**src/logic/io_pkg.sv**
```systemverilog
// I/O block shared definitions
// register map, sizes and processor/command bus structs

`default_nettype none

package io_pkg;

    localparam int DATA_W     = 32;
    localparam int ADDR_W     = 32;
    localparam int LED_W      = 8;
    localparam int RX_BYTE_W  = 8;

    localparam logic [3:0] IO_BASE_NIBBLE = 4'hE; // top address nibble for I/O

    localparam int CYCLES_PER_MS = 25000; // clk_cpu at 25 MHz
    localparam int MS_PRESC_W    = $clog2(CYCLES_PER_MS);

    localparam int RX_DEPTH = 16;
    localparam int RX_PTR_W = $clog2(RX_DEPTH);

    localparam int CMD_CREDITS  = 4; // drawing engine input slots
    localparam int CMD_CREDIT_W = $clog2(CMD_CREDITS + 1);

    // word index, address bits 5:2
    typedef enum logic [3:0] {
        REG_MS      = 4'd0,
        REG_LED     = 4'd1,
        REG_RX_DATA = 4'd2,
        REG_RX_STAT = 4'd3,
        REG_CMD     = 4'd8
    } io_reg_e;

    typedef struct packed {
        logic              sel;
        logic              we;
        logic [ADDR_W-1:0] addr;
        logic [DATA_W-1:0] wdata;
    } io_req_t;

    typedef struct packed {
        logic              rvalid;
        logic [DATA_W-1:0] rdata;
    } io_rsp_t;

    typedef struct packed {
        logic              valid;
        logic [DATA_W-1:0] data;
    } cmd_beat_t;

endpackage

`default_nettype wire

```
**src/logic/cmd_credit_port.sv**
```systemverilog
// drawing engine command port
// sender side of a credit-based link; commands without a credit are dropped

`timescale 1ns/100ps
`default_nettype none

module cmd_credit_port import io_pkg::*; (
    input  wire logic              clk_cpu,
    input  wire logic              rst_n,
    input  wire logic              push_i,
    input  wire logic [DATA_W-1:0] data_i,
    input  wire logic              credit_return_i,
    output      cmd_beat_t         cmd_o,
    output      logic              credit_avail_o,
    output      logic              drop_o
);

    logic [CMD_CREDIT_W-1:0] credit_q;
    logic                    beat_valid_q;
    logic [DATA_W-1:0]       beat_data_q;
    logic                    send;
    logic                    credit_full;

    assign credit_avail_o = (credit_q != '0);
    assign credit_full    = (credit_q == CMD_CREDIT_W'(CMD_CREDITS));
    assign send           = push_i && credit_avail_o;

    always_ff @(posedge clk_cpu) begin
        if (!rst_n) begin
            credit_q     <= CMD_CREDIT_W'(CMD_CREDITS);
            beat_valid_q <= 1'b0;
            drop_o       <= 1'b0;
        end else begin
            beat_valid_q <= send; // one-cycle beat
            if (send && !credit_return_i) begin
                credit_q <= credit_q - 1'b1;
            end else if (!send && credit_return_i && !credit_full) begin
                credit_q <= credit_q + 1'b1; // never above the initial count
            end
            if (push_i && !credit_avail_o) begin
                drop_o <= 1'b1; // sticky, command lost
            end
        end
    end

    always_ff @(posedge clk_cpu) begin
        if (send) begin
            beat_data_q <= data_i;
        end
    end

    assign cmd_o = '{valid: beat_valid_q, data: beat_data_q};

endmodule

`default_nettype wire

```
**src/logic/io_regs.sv**
```systemverilog
// I/O register file
// decodes the processor bus at the I/O base, holds the LEDs and registers read data

`timescale 1ns/100ps
`default_nettype none

module io_regs import io_pkg::*; (
    input  wire logic                 clk_cpu,
    input  wire logic                 rst_n,
    input  wire io_req_t              req_i,
    input  wire logic [DATA_W-1:0]    ms_count_i,
    input  wire logic                 rx_nonempty_i,
    input  wire logic                 rx_overflow_i,
    input  wire logic [RX_BYTE_W-1:0] rx_byte_i,
    input  wire logic                 cmd_credit_avail_i,
    input  wire logic                 cmd_drop_i,
    output      io_rsp_t              rsp_o,
    output      logic [LED_W-1:0]     led_o,
    output      logic                 rx_pop_o,
    output      logic                 cmd_push_o,
    output      logic [DATA_W-1:0]    cmd_data_o
);

    io_reg_e           word;
    logic              io_hit;
    logic              io_wr;
    logic              io_rd;
    logic [DATA_W-1:0] rdata_d;
    logic              rvalid_q;
    logic [DATA_W-1:0] rdata_q;

    assign io_hit = req_i.sel && (req_i.addr[ADDR_W-1:ADDR_W-4] == IO_BASE_NIBBLE);
    assign word   = io_reg_e'(req_i.addr[5:2]); // word index
    assign io_wr  = io_hit && req_i.we;
    assign io_rd  = io_hit && !req_i.we;

    // strobes go straight out, the target blocks check empty / credit
    assign rx_pop_o   = io_wr && (word == REG_RX_STAT);
    assign cmd_push_o = io_wr && (word == REG_CMD);
    assign cmd_data_o = req_i.wdata;

    always_ff @(posedge clk_cpu) begin
        if (!rst_n) begin
            led_o <= '0;
        end else if (io_wr && (word == REG_LED)) begin
            led_o <= req_i.wdata[LED_W-1:0];
        end
    end

    // read mux, unmapped words return zero
    always_comb begin
        rdata_d = '0;
        case (word)
            REG_MS:      rdata_d = ms_count_i;
            REG_LED:     rdata_d = '0; // write-only
            REG_RX_DATA: rdata_d = {{(DATA_W - RX_BYTE_W){1'b0}}, rx_byte_i};
            REG_RX_STAT: rdata_d = {{(DATA_W - 2){1'b0}}, rx_overflow_i, rx_nonempty_i};
            REG_CMD:     rdata_d = {{(DATA_W - 2){1'b0}}, cmd_drop_i, cmd_credit_avail_i};
            default:     rdata_d = '0;
        endcase
    end

    always_ff @(posedge clk_cpu) begin
        if (!rst_n) begin
            rvalid_q <= 1'b0;
        end else begin
            rvalid_q <= io_rd; // one cycle after the request
        end
    end

    always_ff @(posedge clk_cpu) begin
        if (io_rd) begin
            rdata_q <= rdata_d;
        end
    end

    assign rsp_o = '{rvalid: rvalid_q, rdata: rdata_q};

endmodule

`default_nettype wire

```
**src/logic/io_subsystem.sv**
```systemverilog
// memory-mapped I/O subsystem
// ms timer, LEDs, serial receive queue and drawing engine command port on one bus

`timescale 1ns/100ps
`default_nettype none

module io_subsystem import io_pkg::*; (
    input  wire logic                 clk_cpu,
    input  wire logic                 rst_n,
    input  wire io_req_t              req_i,
    output      io_rsp_t              rsp_o,
    output      logic [LED_W-1:0]     led_o,
    input  wire logic                 rx_valid_i,
    input  wire logic [RX_BYTE_W-1:0] rx_data_i,
    output      cmd_beat_t            cmd_o,
    input  wire logic                 credit_return_i
);

    logic [DATA_W-1:0]    ms_count;
    logic                 rx_nonempty;
    logic                 rx_overflow;
    logic [RX_BYTE_W-1:0] rx_byte;
    logic                 rx_pop;
    logic                 cmd_push;
    logic [DATA_W-1:0]    cmd_data;
    logic                 cmd_credit_avail;
    logic                 cmd_drop;

    io_regs u_io_regs (
        .clk_cpu            (clk_cpu),
        .rst_n              (rst_n),
        .req_i              (req_i),
        .ms_count_i         (ms_count),
        .rx_nonempty_i      (rx_nonempty),
        .rx_overflow_i      (rx_overflow),
        .rx_byte_i          (rx_byte),
        .cmd_credit_avail_i (cmd_credit_avail),
        .cmd_drop_i         (cmd_drop),
        .rsp_o              (rsp_o),
        .led_o              (led_o),
        .rx_pop_o           (rx_pop),
        .cmd_push_o         (cmd_push),
        .cmd_data_o         (cmd_data)
    );

    ms_timer u_ms_timer (
        .clk_cpu    (clk_cpu),
        .rst_n      (rst_n),
        .ms_count_o (ms_count)
    );

    rx_byte_queue u_rx_byte_queue (
        .clk_cpu    (clk_cpu),
        .rst_n      (rst_n),
        .rx_valid_i (rx_valid_i),
        .rx_data_i  (rx_data_i),
        .pop_i      (rx_pop),
        .nonempty_o (rx_nonempty),
        .overflow_o (rx_overflow),
        .byte_o     (rx_byte)
    );

    cmd_credit_port u_cmd_credit_port (
        .clk_cpu         (clk_cpu),
        .rst_n           (rst_n),
        .push_i          (cmd_push),
        .data_i          (cmd_data),
        .credit_return_i (credit_return_i),
        .cmd_o           (cmd_o),
        .credit_avail_o  (cmd_credit_avail),
        .drop_o          (cmd_drop)
    );

endmodule

`default_nettype wire

```
**src/logic/ms_timer.sv**
```systemverilog
// millisecond timer
// prescales clk_cpu down to 1 ms and keeps a free running ms count

`timescale 1ns/100ps
`default_nettype none

module ms_timer import io_pkg::*; (
    input  wire logic              clk_cpu,
    input  wire logic              rst_n,
    output      logic [DATA_W-1:0] ms_count_o
);

    logic [MS_PRESC_W-1:0] presc_q;
    logic                  presc_wrap;

    assign presc_wrap = (presc_q == MS_PRESC_W'(CYCLES_PER_MS - 1)); // last cycle of the ms

    always_ff @(posedge clk_cpu) begin
        if (!rst_n) begin
            presc_q    <= '0;
            ms_count_o <= '0;
        end else begin
            if (presc_wrap) begin
                presc_q    <= '0;
                ms_count_o <= ms_count_o + 1'b1; // wraps after ~49 days
            end else begin
                presc_q <= presc_q + 1'b1;
            end
        end
    end

endmodule

`default_nettype wire

```
**src/logic/rx_byte_queue.sv**
```systemverilog
// serial receive byte queue
// circular FIFO that drops bytes when full, plus a holding register for the popped byte

`timescale 1ns/100ps
`default_nettype none

module rx_byte_queue import io_pkg::*; (
    input  wire logic                 clk_cpu,
    input  wire logic                 rst_n,
    input  wire logic                 rx_valid_i,
    input  wire logic [RX_BYTE_W-1:0] rx_data_i,
    input  wire logic                 pop_i,
    output      logic                 nonempty_o,
    output      logic                 overflow_o,
    output      logic [RX_BYTE_W-1:0] byte_o
);

    logic [RX_BYTE_W-1:0] mem [RX_DEPTH];
    logic [RX_PTR_W-1:0]  wr_ptr_q;
    logic [RX_PTR_W-1:0]  rd_ptr_q;
    logic [RX_PTR_W:0]    count_q;
    logic                 full;
    logic                 push;
    logic                 pop;

    assign full       = (count_q == (RX_PTR_W + 1)'(RX_DEPTH));
    assign push       = rx_valid_i && !full;  // no back-pressure toward the receiver
    assign pop        = pop_i && (count_q != '0);
    assign nonempty_o = (count_q != '0);

    always_ff @(posedge clk_cpu) begin
        if (push) begin
            mem[wr_ptr_q] <= rx_data_i;
        end
    end

    always_ff @(posedge clk_cpu) begin
        if (!rst_n) begin
            wr_ptr_q   <= '0;
            rd_ptr_q   <= '0;
            count_q    <= '0;
            overflow_o <= 1'b0;
            byte_o     <= '0;
        end else begin
            if (push) begin
                wr_ptr_q <= wr_ptr_q + 1'b1; // depth is a power of two
            end
            if (pop) begin
                rd_ptr_q <= rd_ptr_q + 1'b1;
                byte_o   <= mem[rd_ptr_q];   // head into holding reg
            end
            case ({push, pop})
                2'b10:   count_q <= count_q + 1'b1;
                2'b01:   count_q <= count_q - 1'b1;
                default: count_q <= count_q;
            endcase
            if (rx_valid_i && full) begin
                overflow_o <= 1'b1; // sticky until reset
            end
        end
    end

endmodule

`default_nettype wire

```
**config.mk**
```make
export PLATFORM = sky130hd
export DESIGN_NAME = io_subsystem
export DESIGN_NICKNAME = d
export VERILOG_FILES = /design/src/logic/io_pkg.sv /design/src/logic/cmd_credit_port.sv /design/src/logic/io_regs.sv /design/src/logic/io_subsystem.sv /design/src/logic/ms_timer.sv /design/src/logic/rx_byte_queue.sv
export SDC_FILE = /design/constraint.sdc
export NUM_CORES = 1
export LEC_CHECK = 0
export ABC_CLOCK_PERIOD_IN_PS = 5200
export BUFFER_PORTS_ARGS = -buffer_cell sky130_fd_sc_hd__buf_2
export CAP_MARGIN = 40
export CORE_MARGIN = 2
export CORE_UTILIZATION = 55
export DETAILED_ROUTE_END_ITERATION = 6
export PLACE_DENSITY = 0.75
export SLEW_MARGIN = 20
export SYNTH_ARGS = -nofsm -noshare
export SYNTH_HDL_FRONTEND = slang
export SYNTH_SLANG_ARGS = --single-unit
```
**constraint.sdc**
```tcl
create_clock -name clk_cpu -period 5.2 [get_ports clk_cpu]
set_input_delay 0.52 -clock clk_cpu [delete_from_list [all_inputs] [get_ports clk_cpu]]
set_output_delay 0.52 -clock clk_cpu [all_outputs]
set_load 0.1 [all_outputs]
```
==> reports/qor.csv, run 1 <==
metric,value,unit
Avg WL per Cell,17.79,um
pin count of the biggest net entering global routing,57,
CTS buffer count,27,
share of the synthesized area in the top cell type,0.5294,
multi-input logic area,0.003296,mm2
dominant cells by area after synthesis,"edfxtp_1, dfxtp_1, mux4_2",
worst reg-to-reg setup slack,2.05,ns
register area,0.007428,mm2
Critical Path Start Type,flip-flop,
TritonRoute pass-1 iters,5,
Internal Power,3573,uW
crit path max-delay cell type,or4_1,
Switch Pwr,850.9,uW
WP data arrival,3.59,ns
core footprint,0.01946,mm2
final non-filler cell total,1178,
minimum clock period,3.145,ns
Synth top cells by count,"edfxtp_1, dfxtp_1, nor2_1",
"Net Count, Synth",850,
final slew viol count,0,
total gr overflow,0,
Yosys cell types,54,
Nets,985,
overall power,4424,uW
Inserted Diodes,0,
top_reg_cell synth,edfxtp_1,
height of the die,144.7,um
CTS tree,yes,
Crit path max-delay family,simple AND/OR/NAND/NOR gates,
Area Overhead vs Synth,17.12,%
clk slew on worst S/H paths,0.06,ns
Root Driver,clkbuf_16,
Resized cells post-CTS,0,
vias in the first global route,6379,
via count,6583,
Routed WL,20950,um
clock network power share,0.439,
CTS H-Tree Depth,1,
Async SR Flop Fraction,0,
DRC viols,0,
Worst Setup End Kind,flip-flop,
Starting Density,0.5596,
post-CTS setup buffer count,0,
IO Count,152,
clock latency on the worst-skew pair,0.52,ns
row count,51,
clock sink count,275,
post-route ant nets,0,
Crit Path Category,reg -> reg,
post-synthesis cell area,0.01089,mm2
fmax,0.3179,GHz
Pwr Density,346.8,mW/mm2
CP Max Fanout,5,
RSZ-0062 raised after global routing,false,
Fin Setup TNS,0,ns
Final setup viols,0,
placed insts,1128,
worst path cell trace,or4_1 > o2111ai_1 > nor2_1 > ha_1 > fa_1 > a21o_1 > a21oi_1 > xor2_1 > or3_1 > a21oi_1,
synthesized area per cell,14.35,um2
DP HPWL,13350,um
WP buf/inv,0,
Mapped Cells,759,
"Hold-fix buffers, CTS",0,
largest area contributor in the netlist,edfxtp_1,
CP max stage delay,0.53,ns
die width,144.7,um
max_slew headroom,0.4549,
Final Wtd Congestion,0.8132,
worst slew pin tran,0.8147,ns
share of layout cells above drive strength 1,0.2475,
Vias/cell,5.588,
MaxCap Viol Count,0,
Worst Path Required,5.65,ns
CP dominant cell by count,a21oi_1,
sequential area share after synthesis,0.6819,
Logic pwr share,0.027,
crit share post-route,0.6049,
initial antenna violation count,0,
"count leader, synth",edfxtp_1,
Hold Path Class,in -> reg,
Post-Place Setup Slack,1.839,ns
DR iter-0 viols,424,
Worst Skew,0.01001,ns
#FFs+latches synth,275,
Final WS setup,2.055,ns
first-pass GRT wire length,32920,um
final core occ,0.6554,
clock tree buffer depth,3,
port bufs,127,
status,"finished, final reports clean",
GR Util All Layers,0.2032,
Yosys warning count,0,
Hold Fails Final Rpt,0,
maximum vdd drop,374.1,uV
sw frac,0.1923,
Sequential Power Share,0.534,
Fillers,1398,
die area,0.02095,mm2
leakage power,0.004479,uW
Post-synth EDFFs,192,
[cells by family (layout without fill, tap and decap cells)]
kind of cell / Yosys count / in the layout / synth area share
fa+ha+maj: 13 / 13 / 0.01631
simple gates: 247 / 247 / 0.1203
flops: 275 / 275 / 0.6819
compound gates: 103 / 103 / 0.06226
xor+xnor: 30 / 30 / 0.02412
mux: 44 / 44 / 0.07731
buf+inv: 47 / 201 / 0.01781
[worst reg2reg max path, stage by stage, from the launching register on]
cell and delay, ns:
dfxtp_1 0.37, or4_1 0.54, o2111ai_1 0.40, nor2_1 0.12
ha_1 0.31, fa_1 0.43, a21o_1 0.19, a21oi_1 0.17
xor2_1 0.10, or3_1 0.32, a21oi_1 0.14
[area by class of cell]
| class | count | area share |
|---|---|---|
| multi-input cells | 437 | 0.2584 |
| clock buffers | 36 | 0.05718 |
| clock inverters | 12 | 0.01236 |
| flip-flops and latches | 275 | 0.5823 |
| inverters | 11 | 0.003237 |
| well taps | 265 | 0.02599 |
| repair buffers | 142 | 0.06052 |
[cells in the final DEF, fill, tap and decap left out, types with 8 or more instances in the layout]
cell type / Yosys / final
buf_4: 3 / 12
and3_1: 10 / 10
nor3_1: 10 / 9
mux2i_1: 11 / 11
dfxtp_1: 83 / 82
o31ai_1: 8 / 8
ha_1: 11 / 11
nand3_1: 19 / 19
o21ai_0: 18 / 18
o22ai_1: 9 / 9
or3_1: 17 / 17
xnor2_1: 11 / 11
buf_2: 5 / 127
a22o_1: 22 / 22
and2_1: 28 / 28
nand2_1: 39 / 39
edfxtp_1: 192 / 192
clkbuf_16: 0 / 27
xor2_1: 19 / 19
a21oi_1: 30 / 30
nand4_1: 16 / 16
mux4_2: 32 / 32
nor2_1: 72 / 71
inv_1: 11 / 10
[sequential cells by signal, indices dropped and copies added (netlist names), 3 cells and up]
| register | flops |
|---|---|
| u_cmd_credit_port.beat_data_q | 32 |
| u_cmd_credit_port.credit_q | 3 |
| u_io_regs.led_o | 8 |
| u_io_regs.rdata_q | 32 |
| u_ms_timer.ms_count_o | 32 |
| u_ms_timer.presc_q | 15 |
| u_rx_byte_queue.byte_o | 8 |
| u_rx_byte_queue.count_q | 5 |
| u_rx_byte_queue.mem | 128 |
| u_rx_byte_queue.rd_ptr_q | 4 |
| u_rx_byte_queue.wr_ptr_q | 4 |
[metal layers]
layer	wire (um)	global-route usage
met5	0	0
met4	409	0.04905
met3	1387	0.03784
met2	9996	0.3437
met1	9160	0.2758
[through the flow]
stage / area (um2) / hold slack (ns)
after global routing: 12760 / 0.1543
final: 12760 / 0.1739
after detailed placement: 11850 / 0.4601
after floorplan: 10890 / 0.4129
after CTS: 12740 / 0.1600
after global placement: 11820 / 0.4286
[power groups by stage]
stage / Combinational (uW) / Clock (uW) / Sequential [uW]
after global placement: 116 / 0 / 2410
after global routing: 132 / 2070 / 2360
after floorplan: 51.3 / 0 / 2420
after detailed placement: 120 / 0 / 2410
final: 120 / 1940 / 2360
after CTS: 121 / 1980 / 2360
[worst paths after layout]
path / start / to / cells past startpoint
worst max register to register: u_rx_byte_queue.count_q[0]$_SDFFE_PN0P_ / u_rx_byte_queue.count_q[4]$_SDFFE_PN0P_ / 10
worst min register to register: u_ms_timer.presc_q[0]$_SDFF_PP0_ / u_ms_timer.presc_q[0]$_SDFF_PP0_ / 1
worst min-delay path: req_i[14] / u_cmd_credit_port.beat_data_q[14]$_DFFE_PP_ / 1
worst max-delay path: u_rx_byte_queue.count_q[0]$_SDFFE_PN0P_ / u_rx_byte_queue.count_q[4]$_SDFFE_PN0P_ / 10
No activity file was read; power rests on OpenSTA's default activity.
==> run 2: changes to the inputs <==
Settings changed: ABC_CLOCK_PERIOD_IN_PS 5200 to 3100.
Clock period 5.2 ns to 3.1 ns, I/O delays scaled along.
==> reports/qor.csv, run 2 (synthesized netlist as in run 1, its figures left out) <==
metric,value,unit,change
minimum clock period,2.877,ns,-0.2679 ns
Root Driver,clkbuf_16,,
fmax,0.3475,GHz,+9.3%
CTS tree,yes,,
share of layout cells above drive strength 1,0.2440,,-0.003531
max reg flops,128,,unchanged
crit share post-route,0.9282,,+0.3233
initial antenna violation count,0,,unchanged
Hold Fails Final Rpt,0,,unchanged
port bufs,127,,unchanged
Fin Setup TNS,0,ns,unchanged
grt met1 use,0.2862,,+0.01036
max_slew headroom,0.4685,,+0.01358
IO Count,152,,unchanged
TritonRoute pass-1 iters,4,,-1
Hold Path Class,in -> reg,,
total gr overflow,0,,unchanged
"Most Used Layer, Global Route",met2,,
Nets,1029,,+4.5%
CTS H-Tree Depth,1,,unchanged
worst slew pin tran,0.7944,ns,-0.02030 ns
first-pass GRT wire length,34750,um,+5.6%
post-route ant nets,0,,unchanged
MaxCap Viol Count,0,,unchanged
DP HPWL,13840,um,+3.6%
core footprint,0.01946,mm2,unchanged
pin count of the biggest net entering global routing,37,,-35%
Routed WL,22420,um,+7.0%
final slew viol count,0,,unchanged
Pwr Density,558.9,mW/mm2,+61%
Avg WL per Cell,18.32,um,+3.0%
met2 capacity usage during global routing,0.3732,,+0.02943
row count,51,,unchanged
die area,0.02095,mm2,unchanged
Final setup viols,0,,unchanged
CTS buffer count,27,,unchanged
Post-Place Setup Slack,0.1873,ns,-1.651 ns
clock sink count,275,,unchanged
Worst Path Required,3.56,ns,-2.09 ns
via count,6824,,+3.7%
DR iter-0 viols,370,,-13%
DRC viols,0,,unchanged
RSZ-0062 raised after global routing,false,,
clock latency on the worst-skew pair,0.53,ns,about the same
clock tree buffer depth,3,,unchanged
met3 Usage GRT,0.03784,,unchanged
most frequent cells in the layout,"edfxtp_1, buf_2, dfxtp_1, nor2_1, nand2_1",,
leakage power,0.004644,uW,+3.7%
vias in the first global route,6615,,+3.7%
final instance area,0.01313,mm2,+2.9%
Worst Setup End Kind,flip-flop,,
status,"finished, final reports clean",,
Starting Density,0.5596,,unchanged
GR Util All Layers,0.2163,,+0.01317
maximum vdd drop,500.5,uV,+34%
Worst Skew,0.01019,ns,+0.0001857 ns
"most common cell after layout, fill and taps aside",edfxtp_1,,
Crit Path Category,reg -> reg,,
Final WS setup,0.2226,ns,-1.832 ns
Critical Path Start Type,flip-flop,,
Inserted Diodes,0,,unchanged
largest reg by FF count,u_rx_byte_queue.mem,,
CP Max Fanout,5,,unchanged
dpl cell area,0.01193,mm2,+0.66%
clk slew on worst S/H paths,0.06,ns,about the same
height of the die,144.7,um,unchanged
die width,144.7,um,unchanged
WP data arrival,3.34,ns,-0.25 ns
Area Overhead vs Synth,20.56,%,
Vias/cell,5.575,,-0.23%
Final Wtd Congestion,0.7796,,-4.1%
## run 2: cell count changes in the layout (fill, tap and decap cells not counted), moves of 2 or more
cell	delta
buf_4	+12
dlygate4sd3_1	+34
bufinv_16	-2
clkbuf_1	+5
clkinv_2	-3
## run 2: power by group
part	internal, uW	switching (uW)
registers	3950	13.9
clock network	1830	1300
logic	102	143
total	5880	1460
## run 2: timing repair
item                      4_1_cts  5_1_grt
hold buffers                   34        0
hold endpoints to repair       33        0
resized for setup               0        0
setup buffers                   0        0
## run 2: per-stage QoR
stage | hold slack [ns] | instances | power, uW | util
finish | 0.07674 | 1224 | 7339 | 0.6747
global route | 0.07928 | 1224 | 7560 | 0.6747
CTS | 0.05023 | 1222 | 7387 | 0.6739
detailed placement | 0.4323 | 1138 | 4253 | 0.6129
global placement | 0.4259 | 1138 | 4244 | 0.6127
floorplan | 0.3881 | 759 | 4138 | -
## run 2: path summary, 6_finish.rpt
path	start	to	slack, ns	depth (start not counted)
hold reg to reg	u_ms_timer.presc_q[0]$_SDFF_PP0_	u_ms_timer.presc_q[0]$_SDFF_PP0_	0.43	1
hold / removal	credit_return_i	u_cmd_credit_port.credit_q[1]$_SDFFE_PN0P_	0.08	2
setup / recovery	u_rx_byte_queue.count_q[1]$_SDFFE_PN0P_	u_rx_byte_queue.count_q[4]$_SDFFE_PN0P_	0.22	10
setup reg to reg	u_rx_byte_queue.count_q[1]$_SDFFE_PN0P_	u_rx_byte_queue.count_q[4]$_SDFFE_PN0P_	0.22	10
## run 2: area by class of cell
| cell class | instances | area (um2) |
|---|---|---|
| timing repair buffer | 186 | 1176 |
| clock inverter | 9 | 98.84 |
| fill | 1353 | 6331 |
| clock buffer | 41 | 748.2 |
| inverter | 11 | 41.29 |
| multi-input combinational | 437 | 3307 |
| sequential | 275 | 7428 |
| tap | 265 | 331.6 |
## run 2: routing by layer
| metal | share of wire | up-vias |
|---|---|---|
| li1 | - | 3246 |
| met1 | 0.43 | 3318 |
| met2 | 0.49 | 223 |
| met3 | 0.064 | 37 |
| met4 | 0.018 | 0 |
| met5 | 0 | - |
## run 2: critical path: stages, from the launching register on
cell and delay [ns]:
dfxtp_1 0.36, or4_1 0.52, o2111ai_1 0.23, nor2_1 0.09
ha_1 0.29, fa_1 0.43, a21o_1 0.19, a21oi_1 0.17
xor2_1 0.09, or3_1 0.31, a21oi_1 0.13
==> run 3: changes to the inputs <==
Settings changed: RECOVER_POWER from default to 100.
==> reports/qor.csv, run 3 (synthesized netlist as in run 1, its figures left out) <==
metric,value,unit,change
status,"complete, but fails checks",,
failing checks,"capacitance limit, slew limit",,
Vias/cell,5.560,,-0.26%
Area Overhead vs Synth,18.71,%,
pin count of the biggest net entering global routing,37,,unchanged
maximum vdd drop,500.6,uV,about the same
Worst Setup End Kind,flip-flop,,
worst path cell trace,or4_1 > o2111ai_1 > nor2_1 > ha_1 > fa_1 > a21o_1 > a21oi_1 > xor2_1 > or3_1 > a21oi_1,,
clk slew on worst S/H paths,0.06,ns,about the same
leakage power,0.004274,uW,-8.0%
Inserted Diodes,0,,unchanged
Worst Skew,0.009157,ns,-0.001036 ns
die area,0.02095,mm2,unchanged
FF-to-FF Start,u_rx_byte_queue.count_q[1]$_SDFFE_PN0P_,,
"most common cell after layout, fill and taps aside",edfxtp_1,,
clock tree buffer depth,3,,unchanged
Post-Place Setup Slack,0.1873,ns,unchanged
Critical Path Start Type,flip-flop,,
worst slew pin tran,1.671,ns,+0.8766 ns
Hold Fails Final Rpt,0,,unchanged
Fin Setup TNS,0,ns,unchanged
FF-to-FF End,u_rx_byte_queue.count_q[4]$_SDFFE_PN0P_,,
Worst setup endpoint,u_rx_byte_queue.count_q[4]$_SDFFE_PN0P_,,
Hold Path Class,in -> reg,,
TritonRoute pass-1 iters,4,,unchanged
die width,144.7,um,unchanged
clock latency on the worst-skew pair,0.53,ns,about the same
max reg flops,128,,unchanged
DRC viols,0,,unchanged
Internal Power,5870,uW,-0.15%
crit share post-route,0.9262,,-0.001988
crit path max-delay cell type,or4_1,,
RSZ-0062 raised after global routing,false,,
WP buf/inv,0,,unchanged
clock network power share,0.427,,about the same
GR Util All Layers,0.2163,,unchanged
fmax,0.3483,GHz,+0.21%
Avg WL per Cell,18.34,um,+0.13%
Nets,1029,,unchanged
final instance area,0.01293,mm2,-1.5%
reg2reg path depth,10,,unchanged
CTS tree,yes,,
crit path launch,u_rx_byte_queue.count_q[1]$_SDFFE_PN0P_,,
core footprint,0.01946,mm2,unchanged
Crit Path Category,reg -> reg,,
vias in the first global route,6615,,unchanged
WP data arrival,3.33,ns,about the same
port bufs,127,,unchanged
Pwr Density,566.4,mW/mm2,+1.3%
height of the die,144.7,um,unchanged
Root Driver,clkbuf_16,,
Final Wtd Congestion,0.7796,,unchanged
first-pass GRT wire length,34750,um,unchanged
minimum clock period,2.871,ns,-0.006164 ns
CP max stage delay,0.52,ns,about the same
final slew viol count,33,,+33
Crit path max-delay family,simple AND/OR/NAND/NOR gates,,
DR iter-0 viols,457,,+24%
CTS buffer count,27,,unchanged
CTS H-Tree Depth,1,,unchanged
Final setup viols,0,,unchanged
Starting Density,0.5596,,unchanged
row count,51,,unchanged
worst reg-to-reg setup slack,0.23,ns,about the same
MaxCap Viol Count,1,,+1
total gr overflow,0,,unchanged
placed insts,1138,,unchanged
Routed WL,22450,um,+0.13%
via count,6806,,-0.26%
CP dominant cell by count,a21oi_1,,
Sequential Power Share,0.541,,about the same
dpl cell area,0.01193,mm2,unchanged
initial antenna violation count,0,,unchanged
Worst Path Required,3.56,ns,about the same
Switch Pwr,1454,uW,-0.42%
clock sink count,275,,unchanged
max_slew headroom,-0.1140,,-0.5825
DP HPWL,13840,um,unchanged
critical path depth in cells,10,,unchanged
largest reg by FF count,u_rx_byte_queue.mem,,
post-route ant nets,0,,unchanged
CP Max Fanout,5,,unchanged
final non-filler cell total,1224,,unchanged
Logic pwr share,0.032,,about the same
IO Count,152,,unchanged
most frequent cells in the layout,"edfxtp_1, clkbuf_1, dfxtp_1, nor2_1, nand2_1",,
Final WS setup,0.2288,ns,+0.006164 ns
WHS,0.07561,ns,-0.001129 ns
sw frac,0.1985,,-0.0004314
share of layout cells above drive strength 1,0.1251,,-0.1189
## run 3: layer usage
metal | vias to the layer above | global-route usage | share of wire
met1 | 3305 | 0.2862 | 0.43
met2 | 223 | 0.3732 | 0.49
met5 | - | 0 | 0
met4 | 0 | 0.05876 | 0.017
met3 | 35 | 0.03784 | 0.068
li1 | 3243 | - | -
## run 3: worst min-delay path by stage
stage	start	to	slack, ns	cells after the start
2_1_floorplan	req_i[64]	u_io_regs.rvalid_q$_SDFF_PN0_	0.39	1
3_3_place_gp	u_ms_timer.presc_q[0]$_SDFF_PP0_	u_ms_timer.presc_q[0]$_SDFF_PP0_	0.43	1
3_5_place_dp	u_ms_timer.presc_q[0]$_SDFF_PP0_	u_ms_timer.presc_q[0]$_SDFF_PP0_	0.43	1
4_1_cts	credit_return_i	u_cmd_credit_port.credit_q[1]$_SDFFE_PN0P_	0.05	2
5_1_grt	credit_return_i	u_cmd_credit_port.credit_q[1]$_SDFFE_PN0P_	0.08	2
6_report	credit_return_i	u_cmd_credit_port.credit_q[1]$_SDFFE_PN0P_	0.08	2
## run 3: power by group through the flow
stage          registers, uW  logic, uW  clock network [uW]
6_report                3960        234                3130
3_5_place_dp            4040        211                   0
3_3_place_gp            4040        205                   0
4_1_cts                 3960        245                3180
5_1_grt                 3960        256                3330
2_1_floorplan           4050       86.2                   0
## run 3: cell type report
class                      count  area (um2)
timing repair buffer         186       998.5
clock inverter                 9       98.84
tap                          265       331.6
clock buffer                  41       748.2
multi-input combinational    437        3283
fill                        1437        6533
sequential                   275        7428
inverter                      11       41.29
## run 3: repair_timing
action | in CTS | in global routing
setup buffers | 0 | 0
hold buffers | 34 | 0
resized for setup | 0 | 0
endpoints found under the hold margin | 33 | 0
## run 3: per-stage QoR
stage	total power [uW]	utilization
detailed placement	4253	0.6129
CTS	7387	0.6739
floorplan	4138	-
finish	7324	0.6644
global route	7551	0.6644
global placement	4244	0.6127
